File: config.mk
export PLATFORM = sky130hd
export DESIGN_NAME = bus_controller
export DESIGN_NICKNAME = d
export VERILOG_FILES = /design/src/hw/rv_core_pkg.sv /design/src/hw/bus_controller.sv
export SDC_FILE = /design/constraint.sdc
export NUM_CORES = 1
export LEC_CHECK = 0
export BUFFER_PORTS_ARGS = -buffer_cell sky130_fd_sc_hd__buf_4
export CORE_AREA = 2 2 486 488
export DETAILED_ROUTE_END_ITERATION = 16
export DIE_AREA = 0 0 488 490
export MAX_ROUTING_LAYER = met4
export PLACE_DENSITY_LB_ADDON = 0.25
export SLEW_MARGIN = 10
export SYNTH_ARGS = -nofsm -noshare
export SYNTH_HDL_FRONTEND = slang
export SYNTH_SLANG_ARGS = --single-unit
File: constraint.sdc
create_clock -name clk -period 25.7 [get_ports clk]
set_input_delay 1.285 -clock clk [delete_from_list [all_inputs] [get_ports clk]]
set_output_delay 1.285 -clock clk [all_outputs]
set_load 0.01 [all_outputs]
File: src/hw/rv_core_pkg.sv
package rv_core_pkg;

  typedef logic [63:0] word_t;

  // the two field layouts of a 32-bit instruction word
  typedef struct packed {
    logic [6:0] funct7;
    logic [4:0] rs2;
    logic [4:0] rs1;
    logic [2:0] funct3;
    logic [4:0] rd;
    logic [6:0] opcode;
  } r_fmt_t;

  typedef struct packed {
    logic [11:0] imm12;
    logic [4:0]  rs1;
    logic [2:0]  funct3;
    logic [4:0]  rd;
    logic [6:0]  opcode;
  } i_fmt_t;

  typedef union packed {
    r_fmt_t r_fmt;
    i_fmt_t i_fmt;
  } instr_u;

  typedef enum logic [3:0] {
    ALU_ADD,
    ALU_SUB,
    ALU_AND,
    ALU_OR,
    ALU_XOR,
    OP_LUI,
    OP_LD,
    OP_SD,
    OP_ECALL,
    OP_ILLEGAL
  } op_kind_e;

  typedef struct packed {
    op_kind_e    kind;
    logic [4:0]  rd;
    word_t       a;
    word_t       b;
    word_t       imm;
    logic        use_imm;
  } decoded_op_t;

  // id 0 is fetch, id 1 is data
  typedef struct packed {
    word_t addr;
    logic  write;
    logic  id;
  } blk_req_t;

  typedef logic [12:0] bus_tag_t;

  localparam int TAG_WRITE_BIT = 12;
  localparam int TAG_ID_BIT    = 0;

  localparam logic [6:0] OPC_OP     = 7'b0110011;
  localparam logic [6:0] OPC_OP_IMM = 7'b0010011;
  localparam logic [6:0] OPC_LUI    = 7'b0110111;
  localparam logic [6:0] OPC_LOAD   = 7'b0000011;
  localparam logic [6:0] OPC_STORE  = 7'b0100011;
  localparam logic [6:0] OPC_SYSTEM = 7'b1110011;

  function automatic bus_tag_t make_tag(blk_req_t req);
    bus_tag_t tag;
    tag = '0;
    tag[TAG_WRITE_BIT] = req.write;
    tag[TAG_ID_BIT] = req.id;
    return tag;
  endfunction

endpackage

File: src/hw/bus_controller.sv
module bus_controller #(
  parameter int BLOCK_BEATS = 8
) (
  input  logic                      clk,
  input  logic                      reset,
  input  logic                      start,
  input  rv_core_pkg::blk_req_t     start_req,
  input  logic [BLOCK_BEATS*64-1:0] start_wblock,
  output logic                      busy,
  output logic                      ctrl_done,
  output logic [BLOCK_BEATS*64-1:0] ctrl_rblock,
  output logic                      bus_reqcyc,
  output logic                      bus_respack,
  output rv_core_pkg::word_t        bus_req,
  output rv_core_pkg::bus_tag_t     bus_reqtag,
  input  logic                      bus_respcyc,
  input  logic                      bus_reqack,
  input  rv_core_pkg::word_t        bus_resp,
  input  rv_core_pkg::bus_tag_t     bus_resptag
);

  localparam int IDX_W = $clog2(BLOCK_BEATS);

  typedef enum logic [2:0] {C_IDLE, C_ADDR, C_WRITE, C_READ, C_DONE} ctrl_state_e;

  ctrl_state_e               state;
  rv_core_pkg::blk_req_t     req_q;
  logic [BLOCK_BEATS*64-1:0] wblock_q;
  logic [IDX_W-1:0]          beat_cnt;
  logic                      last_beat;

  assign last_beat = (beat_cnt == IDX_W'(BLOCK_BEATS - 1));
  assign busy = (state != C_IDLE);
  assign ctrl_done = (state == C_DONE);

  // address beat first, then the write data beats under the same tag
  assign bus_reqcyc = (state == C_ADDR) || (state == C_WRITE);
  assign bus_req = (state == C_WRITE) ? wblock_q[beat_cnt*64 +: 64] : req_q.addr;
  assign bus_reqtag = rv_core_pkg::make_tag(req_q);
  assign bus_respack = (state == C_READ) && bus_respcyc;

  always_ff @(posedge clk) begin
    if (reset) begin
      state <= C_IDLE;
      beat_cnt <= '0;
    end else begin
      case (state)
        C_IDLE: begin
          if (start) begin
            state <= C_ADDR;
          end
        end
        C_ADDR: begin
          if (bus_reqack) begin
            beat_cnt <= '0;
            state <= req_q.write ? C_WRITE : C_READ;
          end
        end
        C_WRITE: begin
          if (bus_reqack) begin
            beat_cnt <= beat_cnt + 1'b1;
            if (last_beat) begin
              state <= C_DONE;
            end
          end
        end
        C_READ: begin
          if (bus_respcyc) begin
            beat_cnt <= beat_cnt + 1'b1;
            if (last_beat) begin
              state <= C_DONE;
            end
          end
        end
        default: state <= C_IDLE;
      endcase
    end
  end

  always_ff @(posedge clk) begin
    if (state == C_IDLE && start) begin
      req_q <= start_req;
      wblock_q <= start_wblock;
    end
    if (state == C_READ && bus_respcyc) begin
      ctrl_rblock[beat_cnt*64 +: 64] <= bus_resp;
    end
  end

  a_req_stable: assert property (@(posedge clk) disable iff (reset)
    bus_reqcyc && !bus_reqack |=> $stable(bus_req) && $stable(bus_reqtag));

  a_resp_tag: assert property (@(posedge clk) disable iff (reset)
    bus_respack |-> bus_resptag == bus_reqtag);

endmodule

==> run_summary.xml, run 1 <==
<?xml version="1.0" encoding="UTF-8"?>
<metrics>
  <group name="logic_synthesis">
    <metric name="synthesis.area" unit="mm2">0.0410</metric>
    <metric name="netlist_instances" unit="">2271</metric>
    <metric name="netlist_top_cells_area" unit="">sky130_fd_sc_hd__edfxtp_1, sky130_fd_sc_hd__and2_1, sky130_fd_sc_hd__mux4_2</metric>
    <metric name="synth_enable_flop_cells" unit="">1090</metric>
    <metric name="yosysTopAreaCellShare" unit="">0.797</metric>
    <metric name="post_synthesis_sequential_element_count" unit="">1096</metric>
    <metric name="synth-warning-count" unit="">0</metric>
    <metric name="synth.avg_cell_area" unit="um2">18.1</metric>
    <metric name="synthDistinctLibCells" unit="">36</metric>
    <metric name="synth-main-ff-cell" unit="">sky130_fd_sc_hd__edfxtp_1</metric>
    <metric name="seq_area_frac_synth" unit="">0.800</metric>
    <metric name="asyncSetResetFlopFracSynth" unit="">0</metric>
    <metric name="yosys.area.top_type" unit="">sky130_fd_sc_hd__edfxtp_1</metric>
  </group>
  <group name="power">
    <metric name="power.static_leakage" unit="nW">20.5</metric>
    <metric name="max-vdd-ir-drop" unit="uV">51.8</metric>
    <metric name="pwr_density_cell" unit="mW/mm2">72.8</metric>
    <metric name="total_power" unit="mW">4.26</metric>
  </group>
  <group name="global_route">
    <metric name="grt_util_met3" unit="">0.0486</metric>
    <metric name="grt.busiest_layer" unit="">met2</metric>
    <metric name="global_route_wire_length_before_repair" unit="mm">240</metric>
    <metric name="global_route.usage.met1" unit="">0.159</metric>
    <metric name="use_met2" unit="">0.276</metric>
    <metric name="groute.usage.overall" unit="">0.153</metric>
    <metric name="grt_pass1_vias" unit="">26100</metric>
    <metric name="grt_overflow" unit="">0</metric>
    <metric name="maximum_number_of_pins_on_one_net_before_global_route_repair" unit="">172</metric>
    <metric name="antenna_found_initial" unit="">43</metric>
  </group>
  <group name="worst_hold_path">
    <metric name="hold_class" unit="">flip-flop to flip-flop</metric>
    <metric name="worst_hold_startpoint" unit="">state[2]</metric>
    <metric name="hold_path_depth" unit="">1</metric>
  </group>
  <group name="timing">
    <metric name="fin_hold_ws" unit="ns">0.620</metric>
    <metric name="period_share" unit="">0.225</metric>
    <metric name="fmax" unit="MHz">173</metric>
    <metric name="setup_viol" unit="">0</metric>
    <metric name="worst_case_headroom_to_the_max_slew_limit" unit="">0.199</metric>
    <metric name="period_minus_slack" unit="ns">5.77</metric>
    <metric name="finalClockSkew" unit="ns">0.0421</metric>
    <metric name="unrepaired_setup_endpoints_after_global_routing" unit="">false</metric>
    <metric name="report.final.hold_viol_count" unit="">0</metric>
    <metric name="finalSetupTns" unit="ns">0</metric>
    <metric name="fin_max_slew_vios" unit="">0</metric>
    <metric name="worst_slew_pin_slew" unit="ns">1.20</metric>
  </group>
  <group name="placed_design">
    <metric name="finalWeightedCongestion" unit="">0.811</metric>
    <metric name="io_buffers" unit="">1228</metric>
    <metric name="detailed_place.area" unit="mm2">0.0540</metric>
    <metric name="place_hpwl" unit="mm">136</metric>
  </group>
  <group name="finish">
    <metric name="layout.area.seq" unit="mm2">0.0329</metric>
    <metric name="drive_above_1_share" unit="">0.423</metric>
    <metric name="syn2layout_area_growth" unit="%">42.5</metric>
    <metric name="nFillCells" unit="">24400</metric>
    <metric name="post_layout_net_count" unit="">4214</metric>
    <metric name="stdcell_area" unit="mm2">0.0585</metric>
    <metric name="layout_commonest_cell" unit="">sky130_fd_sc_hd__buf_4</metric>
    <metric name="fin_util" unit="">0.250</metric>
    <metric name="multi_input_comb_area" unit="mm2">0.00764</metric>
    <metric name="layout.cells.most_common_list" unit="">sky130_fd_sc_hd__buf_4, sky130_fd_sc_hd__edfxtp_1, sky130_fd_sc_hd__nor2_1, sky130_fd_sc_hd__and2_1, sky130_fd_sc_hd__clkbuf_16</metric>
  </group>
  <group name="routing">
    <metric name="detailedRoute.firstPassIterationCount" unit="">7</metric>
    <metric name="post_drt_wl_per_cell" unit="um">27.1</metric>
    <metric name="num_vias" unit="">25300</metric>
    <metric name="dr.first_iter.drc_count" unit="">1605</metric>
    <metric name="postRouteWirelength" unit="mm">185</metric>
    <metric name="via_per_inst" unit="">3.71</metric>
    <metric name="ant_nets" unit="">0</metric>
    <metric name="route.detailed.drc" unit="">0</metric>
  </group>
  <group name="worst_setup_path">
    <metric name="rr_worst_depth" unit="">6</metric>
    <metric name="worstSetupStartpoint" unit="">beat_cnt[0]</metric>
    <metric name="worst_setup_path_start_kind" unit="">flip-flop</metric>
    <metric name="endpoint_kind" unit="">primary output</metric>
    <metric name="path_max_fanout" unit="">39</metric>
    <metric name="r2r_start" unit="">state[0]</metric>
    <metric name="timing.critical_path.arrival" unit="ns">4.49</metric>
    <metric name="critical_path_class" unit="">flip-flop to primary output</metric>
    <metric name="reg2reg_to" unit="">wblock_q[173]</metric>
    <metric name="critPathCapture" unit="">bus_req[59]</metric>
    <metric name="crit_required" unit="ns">24.41</metric>
    <metric name="ff2ff_setup_slack" unit="ns">20.90</metric>
  </group>
  <group name="cts">
    <metric name="max-clock-path-buffers" unit="">3</metric>
    <metric name="cts.clk_slew.worst_paths" unit="ns">0.06</metric>
    <metric name="post_cts_resize_count" unit="">0</metric>
    <metric name="cts-root-buf" unit="">sky130_fd_sc_hd__clkbuf_16</metric>
    <metric name="tritoncts" unit="">yes</metric>
    <metric name="cts.sinks" unit="">1096</metric>
    <metric name="source_to_sink_clock_delay_at_the_later_pin_of_the_worst_skew_pair" unit="ns">0.79</metric>
    <metric name="number_of_cts_inserted_buffers" unit="">136</metric>
    <metric name="cts.hold.buffers_added" unit="">0</metric>
    <metric name="cts_htree_levels" unit="">4</metric>
    <metric name="postCtsSetupBuffers" unit="">0</metric>
  </group>
  <group name="die">
    <metric name="die_width" unit="um">488</metric>
    <metric name="io-pin-count" unit="">1253</metric>
    <metric name="initial_utilization" unit="">0.175</metric>
    <metric name="core_footprint" unit="mm2">0.234</metric>
    <metric name="dieArea" unit="mm2">0.239</metric>
    <metric name="rows" unit="">178</metric>
    <metric name="die_y" unit="um">490</metric>
  </group>
  <group name="flow_run">
    <metric name="max-cap-violations" unit="">0</metric>
  </group>
  <group name="run_status">
    <metric name="status" unit="">completed</metric>
  </group>
</metrics>
cells by family after synthesis:
| family | count (synthesis) | synth area share |
|---|---|---|
| DFF | 1096 | 0.800 |
| and+or+nand+nor | 689 | 0.0852 |
| muxes | 197 | 0.0675 |
| buffers and inverters | 146 | 0.0164 |
| AOI/OAI and AO/OA | 134 | 0.0281 |
| adders and majority gates | 7 | 0.00213 |
| other | 1 | 0.0000914 |
| xor gates and xnor gates | 1 | 0.000213 |
per-stage QoR:
stage | setup slack, ns | cells
floorplan | 8.88 | 2281
global placement | 20.42 | 6559
detailed placement | 20.38 | 6559
CTS | 19.68 | 6802
global route | 19.59 | 6816
finish | 19.93 | 6818
worst min-delay path by stage:
stage	to	slack [ns]
6_report	state[0]	0.62
3_3_place_gp	state[1]	0.60
2_1_floorplan	state[0]	0.61
5_1_grt	wblock_q[199]	0.60
3_5_place_dp	state[0]	0.61
4_1_cts	wblock_q[314]	0.56
registers in the layout, summed over array words and instances (netlist names):
name	count
ctrl_rblock	512
bus_reqtag	2
req_q	64
beat_cnt	3
wblock_q	512
state	3
routing by layer:
layer | wire, um | vias to the layer above | part of all wire
met5 | 0 | - | 0
met4 | 4360 | 0 | 0.024
met2 | 98500 | 1229 | 0.53
li1 | - | 11200 | -
met1 | 66000 | 12700 | 0.36
met3 | 15800 | 214 | 0.086
where the power goes:
group	switching, mW	total [mW]	internal, mW	leakage, nW
registers	0.0244	2.07	2.04	10.1
clock network	0.827	1.94	1.11	2.14
logic	0.134	0.253	0.119	8.22
layout make-up:
cell class | instances | area share
Tap cell | 3150 | 0.0674
Timing Repair Buffer | 1267 | 0.163
Inverter | 7 | 0.000449
Clock buffer | 168 | 0.0609
Sequential cell | 1096 | 0.562
Clock inverter | 75 | 0.0152
Multi-Input combinational cell | 1039 | 0.131
Antenna cell | 16 | 0.000684
critical path: stages (launching register included):
cell and delay (ns):
sky130_fd_sc_hd__dfxtp_4 0.83, sky130_fd_sc_hd__buf_4 0.60, sky130_fd_sc_hd__buf_4 0.67, sky130_fd_sc_hd__mux2i_1 0.30, sky130_fd_sc_hd__a221oi_1 0.79, sky130_fd_sc_hd__a22o_1 0.26, sky130_fd_sc_hd__buf_4 0.12
cells in the mapped netlist, types with 8 or more instances:
master / n
sky130_fd_sc_hd__clkbuf_1: 80
sky130_fd_sc_hd__nor2_1: 263
sky130_fd_sc_hd__nand2b_1: 67
sky130_fd_sc_hd__a221oi_1: 64
sky130_fd_sc_hd__mux4_2: 64
sky130_fd_sc_hd__mux2i_1: 133
sky130_fd_sc_hd__buf_4: 17
sky130_fd_sc_hd__and2_1: 263
sky130_fd_sc_hd__buf_1: 8
sky130_fd_sc_hd__a22o_1: 64
sky130_fd_sc_hd__edfxtp_1: 1090
sky130_fd_sc_hd__buf_2: 25
sky130_fd_sc_hd__nand2_1: 71
(Power assumes the default switching activity.)
==> run 2, diff against run 1 <==
- clock period: 25.7 -> 5.5 ns (I/O delays scaled with it)
==> run 2 against run 1 <==
  * First-iteration DRC count is 13% higher
  * Setup slack worse by 19 ns
  * Register-to-register slack worse by 19 ns
  * Clock-buffer cell count is 9 lower
  * Combinational power grew to 6.5 times the previous value
  * Die area stayed put
  * Routed wire length is 1.1% higher
  * Sequential power grew to 4.7 times the previous value
  * Utilization is 2.9 points higher
  * Power grew to 4.8 times the previous value
  * Design area is 12% higher
  * Non-clock buffer count is 650 higher
==> run_summary.xml, run 2 (synthesized netlist as in run 1, its figures left out) <==
<?xml version="1.0" encoding="UTF-8"?>
<metrics>
  <group name="die">
    <metric name="rows" unit="">178</metric>
    <metric name="initial_utilization" unit="">0.175</metric>
    <metric name="core_footprint" unit="mm2">0.234</metric>
    <metric name="io-pin-count" unit="">1253</metric>
    <metric name="dieArea" unit="mm2">0.239</metric>
    <metric name="die_y" unit="um">490</metric>
    <metric name="die_width" unit="um">488</metric>
  </group>
  <group name="global_route">
    <metric name="global_route_wire_length_before_repair" unit="mm">250</metric>
    <metric name="grt.busiest_layer" unit="">met2</metric>
    <metric name="use_met2" unit="">0.285</metric>
    <metric name="grt_pass1_vias" unit="">29500</metric>
    <metric name="grt_overflow" unit="">0</metric>
    <metric name="maximum_number_of_pins_on_one_net_before_global_route_repair" unit="">90</metric>
    <metric name="global_route.usage.met1" unit="">0.165</metric>
    <metric name="grt_util_met3" unit="">0.0399</metric>
    <metric name="groute.usage.overall" unit="">0.156</metric>
    <metric name="antenna_found_initial" unit="">72</metric>
  </group>
  <group name="cts">
    <metric name="cts.sinks" unit="">1096</metric>
    <metric name="cts.clk_slew.worst_paths" unit="ns">0.06</metric>
    <metric name="postCtsSetupBuffers" unit="">0</metric>
    <metric name="cts.hold.buffers_added" unit="">649</metric>
    <metric name="tritoncts" unit="">yes</metric>
    <metric name="cts-root-buf" unit="">sky130_fd_sc_hd__clkbuf_16</metric>
    <metric name="number_of_cts_inserted_buffers" unit="">136</metric>
    <metric name="source_to_sink_clock_delay_at_the_later_pin_of_the_worst_skew_pair" unit="ns">0.78</metric>
    <metric name="cts_htree_levels" unit="">4</metric>
    <metric name="post_cts_resize_count" unit="">0</metric>
    <metric name="max-clock-path-buffers" unit="">3</metric>
  </group>
  <group name="placed_design">
    <metric name="finalWeightedCongestion" unit="">0.821</metric>
    <metric name="place_hpwl" unit="mm">135</metric>
    <metric name="io_buffers" unit="">1228</metric>
  </group>
  <group name="power">
    <metric name="power.static_leakage" unit="nW">23.3</metric>
    <metric name="power.share.switching" unit="">0.233</metric>
    <metric name="pwr_density_cell" unit="mW/mm2">314</metric>
    <metric name="part_of_the_total_power_dissipated_in_combinational_logic" unit="">0.080</metric>
    <metric name="total_power" unit="mW">20.5</metric>
    <metric name="net-switching-power" unit="mW">4.79</metric>
    <metric name="power_frac_clock" unit="">0.450</metric>
    <metric name="share_seq_of_total_power" unit="">0.470</metric>
    <metric name="internal_dissipation" unit="mW">15.7</metric>
    <metric name="max-vdd-ir-drop" unit="uV">237</metric>
  </group>
  <group name="worst_setup_path">
    <metric name="ff2ff_setup_slack" unit="ns">1.68</metric>
    <metric name="timing.critical_path.arrival" unit="ns">3.83</metric>
    <metric name="worst_setup_path_start_kind" unit="">flip-flop</metric>
    <metric name="crit_required" unit="ns">5.22</metric>
    <metric name="path_max_fanout" unit="">82</metric>
    <metric name="critical_path_class" unit="">flip-flop to primary output</metric>
    <metric name="endpoint_kind" unit="">primary output</metric>
  </group>
  <group name="routing">
    <metric name="via_per_inst" unit="">3.72</metric>
    <metric name="ant_nets" unit="">0</metric>
    <metric name="detailedRoute.firstPassIterationCount" unit="">5</metric>
    <metric name="dr.first_iter.drc_count" unit="">1816</metric>
    <metric name="postRouteWirelength" unit="mm">187</metric>
    <metric name="num_vias" unit="">27900</metric>
    <metric name="post_drt_wl_per_cell" unit="um">24.9</metric>
    <metric name="route.detailed.drc" unit="">0</metric>
  </group>
  <group name="run_status">
    <metric name="status" unit="">completed</metric>
  </group>
  <group name="finish">
    <metric name="post_layout_net_count" unit="">4864</metric>
    <metric name="layout.cells.most_common_list" unit="">sky130_fd_sc_hd__buf_4, sky130_fd_sc_hd__edfxtp_1, sky130_fd_sc_hd__dlygate4sd3_1, sky130_fd_sc_hd__nor2_1, sky130_fd_sc_hd__and2_1</metric>
    <metric name="drive_above_1_share" unit="">0.361</metric>
    <metric name="layout_commonest_cell" unit="">sky130_fd_sc_hd__buf_4</metric>
    <metric name="syn2layout_area_growth" unit="%">59.2</metric>
    <metric name="largestRegisters" unit="">ctrl_rblock: 512 flops, wblock_q: 512 flops, req_q: 64 flops</metric>
  </group>
  <group name="timing">
    <metric name="finalClockSkew" unit="ns">0.0273</metric>
    <metric name="worst_slew_pin_slew" unit="ns">1.15</metric>
    <metric name="fmax" unit="MHz">243</metric>
    <metric name="worst_case_headroom_to_the_max_slew_limit" unit="">0.234</metric>
    <metric name="fin_hold_ws" unit="ns">0.192</metric>
    <metric name="report.final.hold_viol_count" unit="">0</metric>
    <metric name="period_minus_slack" unit="ns">4.11</metric>
    <metric name="unrepaired_setup_endpoints_after_global_routing" unit="">false</metric>
    <metric name="period_share" unit="">0.747</metric>
    <metric name="setup_viol" unit="">0</metric>
    <metric name="fin_max_slew_vios" unit="">0</metric>
  </group>
  <group name="worst_hold_path">
    <metric name="hold_class" unit="">input pin to flip-flop</metric>
  </group>
  <group name="flow_run">
    <metric name="max-cap-violations" unit="">0</metric>
  </group>
</metrics>
==> run 2: changes by cell type in the layout (fill, tap and decap cells not counted), sizes merged <==
cell,change
clkbuf,-9
inv,+2
bufinv,+4
dlygate4sd3,+649
clkinvlp,-2
clkinv,+5
diode,+40
buf,+1
==> run 2: layer usage <==
metal,vias up,share of wire
met5,-,0
met4,0,0.026
met3,240,0.067
met2,1154,0.54
met1,14000,0.37
li1,12500,-
==> run 2: stage by stage <==
stage	setup slack (ns)	instance area, um2	std cells	util	setup TNS [ns]
global route	1.02	65300	7502	0.279	0
detailed placement	1.61	54200	6560	0.231	0
global placement	1.61	54200	6560	0.231	0
CTS	1.10	65200	7452	0.279	0
floorplan	-4.36	41100	2281	-	-2518.47
finish	1.39	65300	7508	0.279	0
==> run 2: area by class of cell <==
| class | instances | area (um2) |
|---|---|---|
| Inverter | 7 | 26.3 |
| Timing Repair Buffer | 1917 | 16200 |
| Sequential cell | 1096 | 32900 |
| Fill cell | 23800 | 169000 |
| Tap cell | 3150 | 3940 |
| Clock inverter | 84 | 1040 |
| Antenna cell | 56 | 140 |
| Multi-Input combinational cell | 1039 | 7660 |
| Clock buffer | 159 | 3490 |
==> run 2: path summary, 6_finish.rpt <==
check	startpoint	endpoint	cells past startpoint
worst min-delay path	start_wblock[289]	wblock_q[289]	2
worst max register to register	beat_cnt[0]	ctrl_rblock[449]	6
worst min register to register	state[0]	state[2]	2
worst max-delay path	beat_cnt[0]	bus_req[21]	6
==> run 2: critical path, cell delays in order, from the launching register on <==
cell                       delay (ns)
sky130_fd_sc_hd__dfxtp_4         0.81
sky130_fd_sc_hd__buf_12          0.48
sky130_fd_sc_hd__buf_4           0.49
sky130_fd_sc_hd__mux4_2          0.55
sky130_fd_sc_hd__nand2b_1        0.15
sky130_fd_sc_hd__a22o_1          0.27
sky130_fd_sc_hd__buf_4           0.18
==> run 2: power by group through the flow <==
stage | Sequential [mW] | Clock (mW) | Combinational (mW)
detailed placement | 9.83 | 0 | 1.25
global placement | 9.83 | 0 | 1.24
floorplan | 9.87 | 0 | 0.450
global route | 9.68 | 9.81 | 1.75
finish | 9.65 | 9.24 | 1.64
CTS | 9.66 | 9.52 | 1.68
==> run 3, diff against run 2 <==
- clock period: 5.5 -> 3.85 ns (I/O delays scaled with it)
==> run 3 against run 2 <==
  * Critical path depth unchanged
  * Utilization increased by 0.054 points
  * Routed wire length increased by 1.0%
  * Die area unchanged
  * Register-to-register slack got worse by 0.86 ns
  * Sequential share of layout area decreased by 0.096 points
  * Via count increased by 0.81%
  * Global-route usage increased by 0.18 points
  * Power increased by 39%
  * First-iteration DRC count increased by 5.8%
  * Clock-buffer cell count increased by 10
==> run_summary.xml, run 3 (synthesized netlist as in run 1, its figures left out) <==
<?xml version="1.0" encoding="UTF-8"?>
<metrics>
  <group name="cts">
    <metric name="max-clock-path-buffers" unit="">3</metric>
    <metric name="cts.clk_slew.worst_paths" unit="ns">0.06</metric>
    <metric name="cts_htree_levels" unit="">4</metric>
    <metric name="source_to_sink_clock_delay_at_the_later_pin_of_the_worst_skew_pair" unit="ns">0.79</metric>
    <metric name="cts.sinks" unit="">1096</metric>
    <metric name="cts-root-buf" unit="">sky130_fd_sc_hd__clkbuf_16</metric>
    <metric name="postCtsSetupBuffers" unit="">0</metric>
    <metric name="number_of_cts_inserted_buffers" unit="">137</metric>
    <metric name="tritoncts" unit="">yes</metric>
  </group>
  <group name="placed_design">
    <metric name="finalWeightedCongestion" unit="">0.836</metric>
    <metric name="io_buffers" unit="">1228</metric>
    <metric name="number_of_cells_in_the_design_after_placement" unit="">6588</metric>
    <metric name="detailed_place.area" unit="mm2">0.0546</metric>
    <metric name="place_hpwl" unit="mm">139</metric>
  </group>
  <group name="timing">
    <metric name="period_share" unit="">0.906</metric>
    <metric name="unrepaired_setup_endpoints_after_global_routing" unit="">false</metric>
    <metric name="worst_case_headroom_to_the_max_slew_limit" unit="">0.370</metric>
    <metric name="finalSetupTns" unit="ns">0</metric>
    <metric name="fmax" unit="MHz">287</metric>
    <metric name="worst_slew_pin_slew" unit="ns">0.945</metric>
    <metric name="period_minus_slack" unit="ns">3.49</metric>
    <metric name="fin_max_slew_vios" unit="">0</metric>
    <metric name="report.final.hold_viol_count" unit="">0</metric>
    <metric name="finalClockSkew" unit="ns">0.0501</metric>
    <metric name="setup_viol" unit="">0</metric>
  </group>
  <group name="routing">
    <metric name="postRouteWirelength" unit="mm">189</metric>
    <metric name="dr.first_iter.drc_count" unit="">1922</metric>
    <metric name="route.detailed.drc" unit="">0</metric>
    <metric name="detailedRoute.firstPassIterationCount" unit="">5</metric>
    <metric name="num_vias" unit="">28100</metric>
    <metric name="via_per_inst" unit="">3.74</metric>
    <metric name="ant_nets" unit="">0</metric>
    <metric name="post_drt_wl_per_cell" unit="um">25.1</metric>
  </group>
  <group name="finish">
    <metric name="layout.cells.most_common_list" unit="">sky130_fd_sc_hd__buf_4, sky130_fd_sc_hd__edfxtp_1, sky130_fd_sc_hd__dlygate4sd3_1, sky130_fd_sc_hd__nor2_1, sky130_fd_sc_hd__and2_1</metric>
    <metric name="drive_above_1_share" unit="">0.364</metric>
    <metric name="fin_util" unit="">0.280</metric>
    <metric name="stdcell_count" unit="">7532</metric>
    <metric name="nFillCells" unit="">23800</metric>
    <metric name="syn2layout_area_growth" unit="%">59.5</metric>
    <metric name="multi_input_comb_area" unit="mm2">0.00769</metric>
    <metric name="stdcell_area" unit="mm2">0.0655</metric>
    <metric name="layout.area.seq" unit="mm2">0.0329</metric>
    <metric name="post_layout_net_count" unit="">4893</metric>
    <metric name="largestRegisters" unit="">ctrl_rblock: 512 flops, wblock_q: 512 flops, req_q: 64 flops</metric>
    <metric name="layout_commonest_cell" unit="">sky130_fd_sc_hd__buf_4</metric>
  </group>
  <group name="run_status">
    <metric name="status" unit="">completed</metric>
  </group>
  <group name="die">
    <metric name="die_width" unit="um">488</metric>
    <metric name="dieArea" unit="mm2">0.239</metric>
    <metric name="die_y" unit="um">490</metric>
    <metric name="io-pin-count" unit="">1253</metric>
    <metric name="initial_utilization" unit="">0.175</metric>
    <metric name="core_footprint" unit="mm2">0.234</metric>
    <metric name="rows" unit="">178</metric>
  </group>
  <group name="power">
    <metric name="max-vdd-ir-drop" unit="uV">336</metric>
    <metric name="power.static_leakage" unit="nW">23.3</metric>
    <metric name="pwr_density_cell" unit="mW/mm2">437</metric>
  </group>
  <group name="flow_run">
    <metric name="max-cap-violations" unit="">0</metric>
  </group>
  <group name="worst_setup_path">
    <metric name="worst_setup_path_start_kind" unit="">flip-flop</metric>
    <metric name="ff2ff_setup_slack" unit="ns">0.82</metric>
    <metric name="critical-path-top-delay-family" unit="">compound AO/OA/AOI/OAI gates</metric>
    <metric name="crit_required" unit="ns">3.66</metric>
    <metric name="critical_path_class" unit="">flip-flop to primary output</metric>
    <metric name="cp_slowest_stage_delay" unit="ns">0.52</metric>
    <metric name="path_max_fanout" unit="">46</metric>
    <metric name="timing.critical_path.arrival" unit="ns">3.30</metric>
    <metric name="endpoint_kind" unit="">primary output</metric>
    <metric name="crit_buf_inv" unit="">3</metric>
    <metric name="worstPathCellList" unit="">inv_1 -&gt; or3_4 -&gt; buf_12 -&gt; a221oi_1 -&gt; a22o_1 -&gt; buf_4</metric>
    <metric name="crit_path_top_delay_cell" unit="">sky130_fd_sc_hd__or3_4</metric>
  </group>
  <group name="global_route">
    <metric name="maximum_number_of_pins_on_one_net_before_global_route_repair" unit="">110</metric>
    <metric name="grt_overflow" unit="">0</metric>
    <metric name="antenna_found_initial" unit="">68</metric>
    <metric name="grt_pass1_vias" unit="">29900</metric>
    <metric name="global_route_wire_length_before_repair" unit="mm">252</metric>
    <metric name="groute.usage.overall" unit="">0.158</metric>
  </group>
  <group name="worst_hold_path">
    <metric name="hold_class" unit="">input pin to flip-flop</metric>
  </group>
</metrics>
==> run 3: where the power goes <==
part	leakage [nW]	internal, mW	switching [mW]
Combinational	11.2	1.27	1.10
Sequential	10.1	13.6	0.176
Clock	2.05	6.99	5.43
==> run 3: path summary, 6_finish.rpt <==
kind            startpoint          endpoint  cells after the start
max               state[1]       bus_req[25]                      6
min reg2reg       state[2]          state[1]                      1
max reg2reg    beat_cnt[2]  ctrl_rblock[176]                      6
min          start_req[52]         req_q[52]                      2
==> run 3: layout make-up <==
type,count,area share
clock inverters,67,0.0105
clock buffers,169,0.0545
repair buffers,1945,0.253
well taps,3150,0.0602
flip-flops and latches,1096,0.502
inverters,7,0.000478
diodes,59,0.00226
multi-input cells,1039,0.117
==> run 3: layer usage <==
layer | up-vias | global-route usage | share of wire
met5 | - | - | 0
met4 | 0 | 0.0462 | 0.029
met3 | 246 | 0.0392 | 0.069
met2 | 1269 | 0.289 | 0.54
met1 | 14000 | 0.165 | 0.36
li1 | 12600 | - | -
==> run 3: stage by stage <==
| step | hold slack, ns | worst slack [ns] | total power [mW] |
|---|---|---|---|
| after floorplan | 0.269 | -6.01 | 14.8 |
| after global placement | 0.371 | 0.807 | 15.9 |
| after detailed placement | 0.372 | 0.723 | 15.9 |
| after CTS | 0.00650 | 0.151 | 29.1 |
| after global routing | 0.0372 | 0.138 | 29.7 |
| final | 0.111 | 0.361 | 28.6 |
==> run 3: repair_timing <==
action,CTS,global route
hold buffers,649,0
hold endpoints to repair,866,0
gates resized for setup,1,0
setup endpoints to repair,1,0
==> run 3: worst reg2reg max path, cell delays in order, from the launching register on <==
cell                      delay [ns]
sky130_fd_sc_hd__dfxtp_4        0.65
sky130_fd_sc_hd__inv_1          0.18
sky130_fd_sc_hd__ha_1           0.28
sky130_fd_sc_hd__or3_4          0.43
sky130_fd_sc_hd__nor2_4         0.68
sky130_fd_sc_hd__buf_4          0.47
sky130_fd_sc_hd__and2_1         0.17
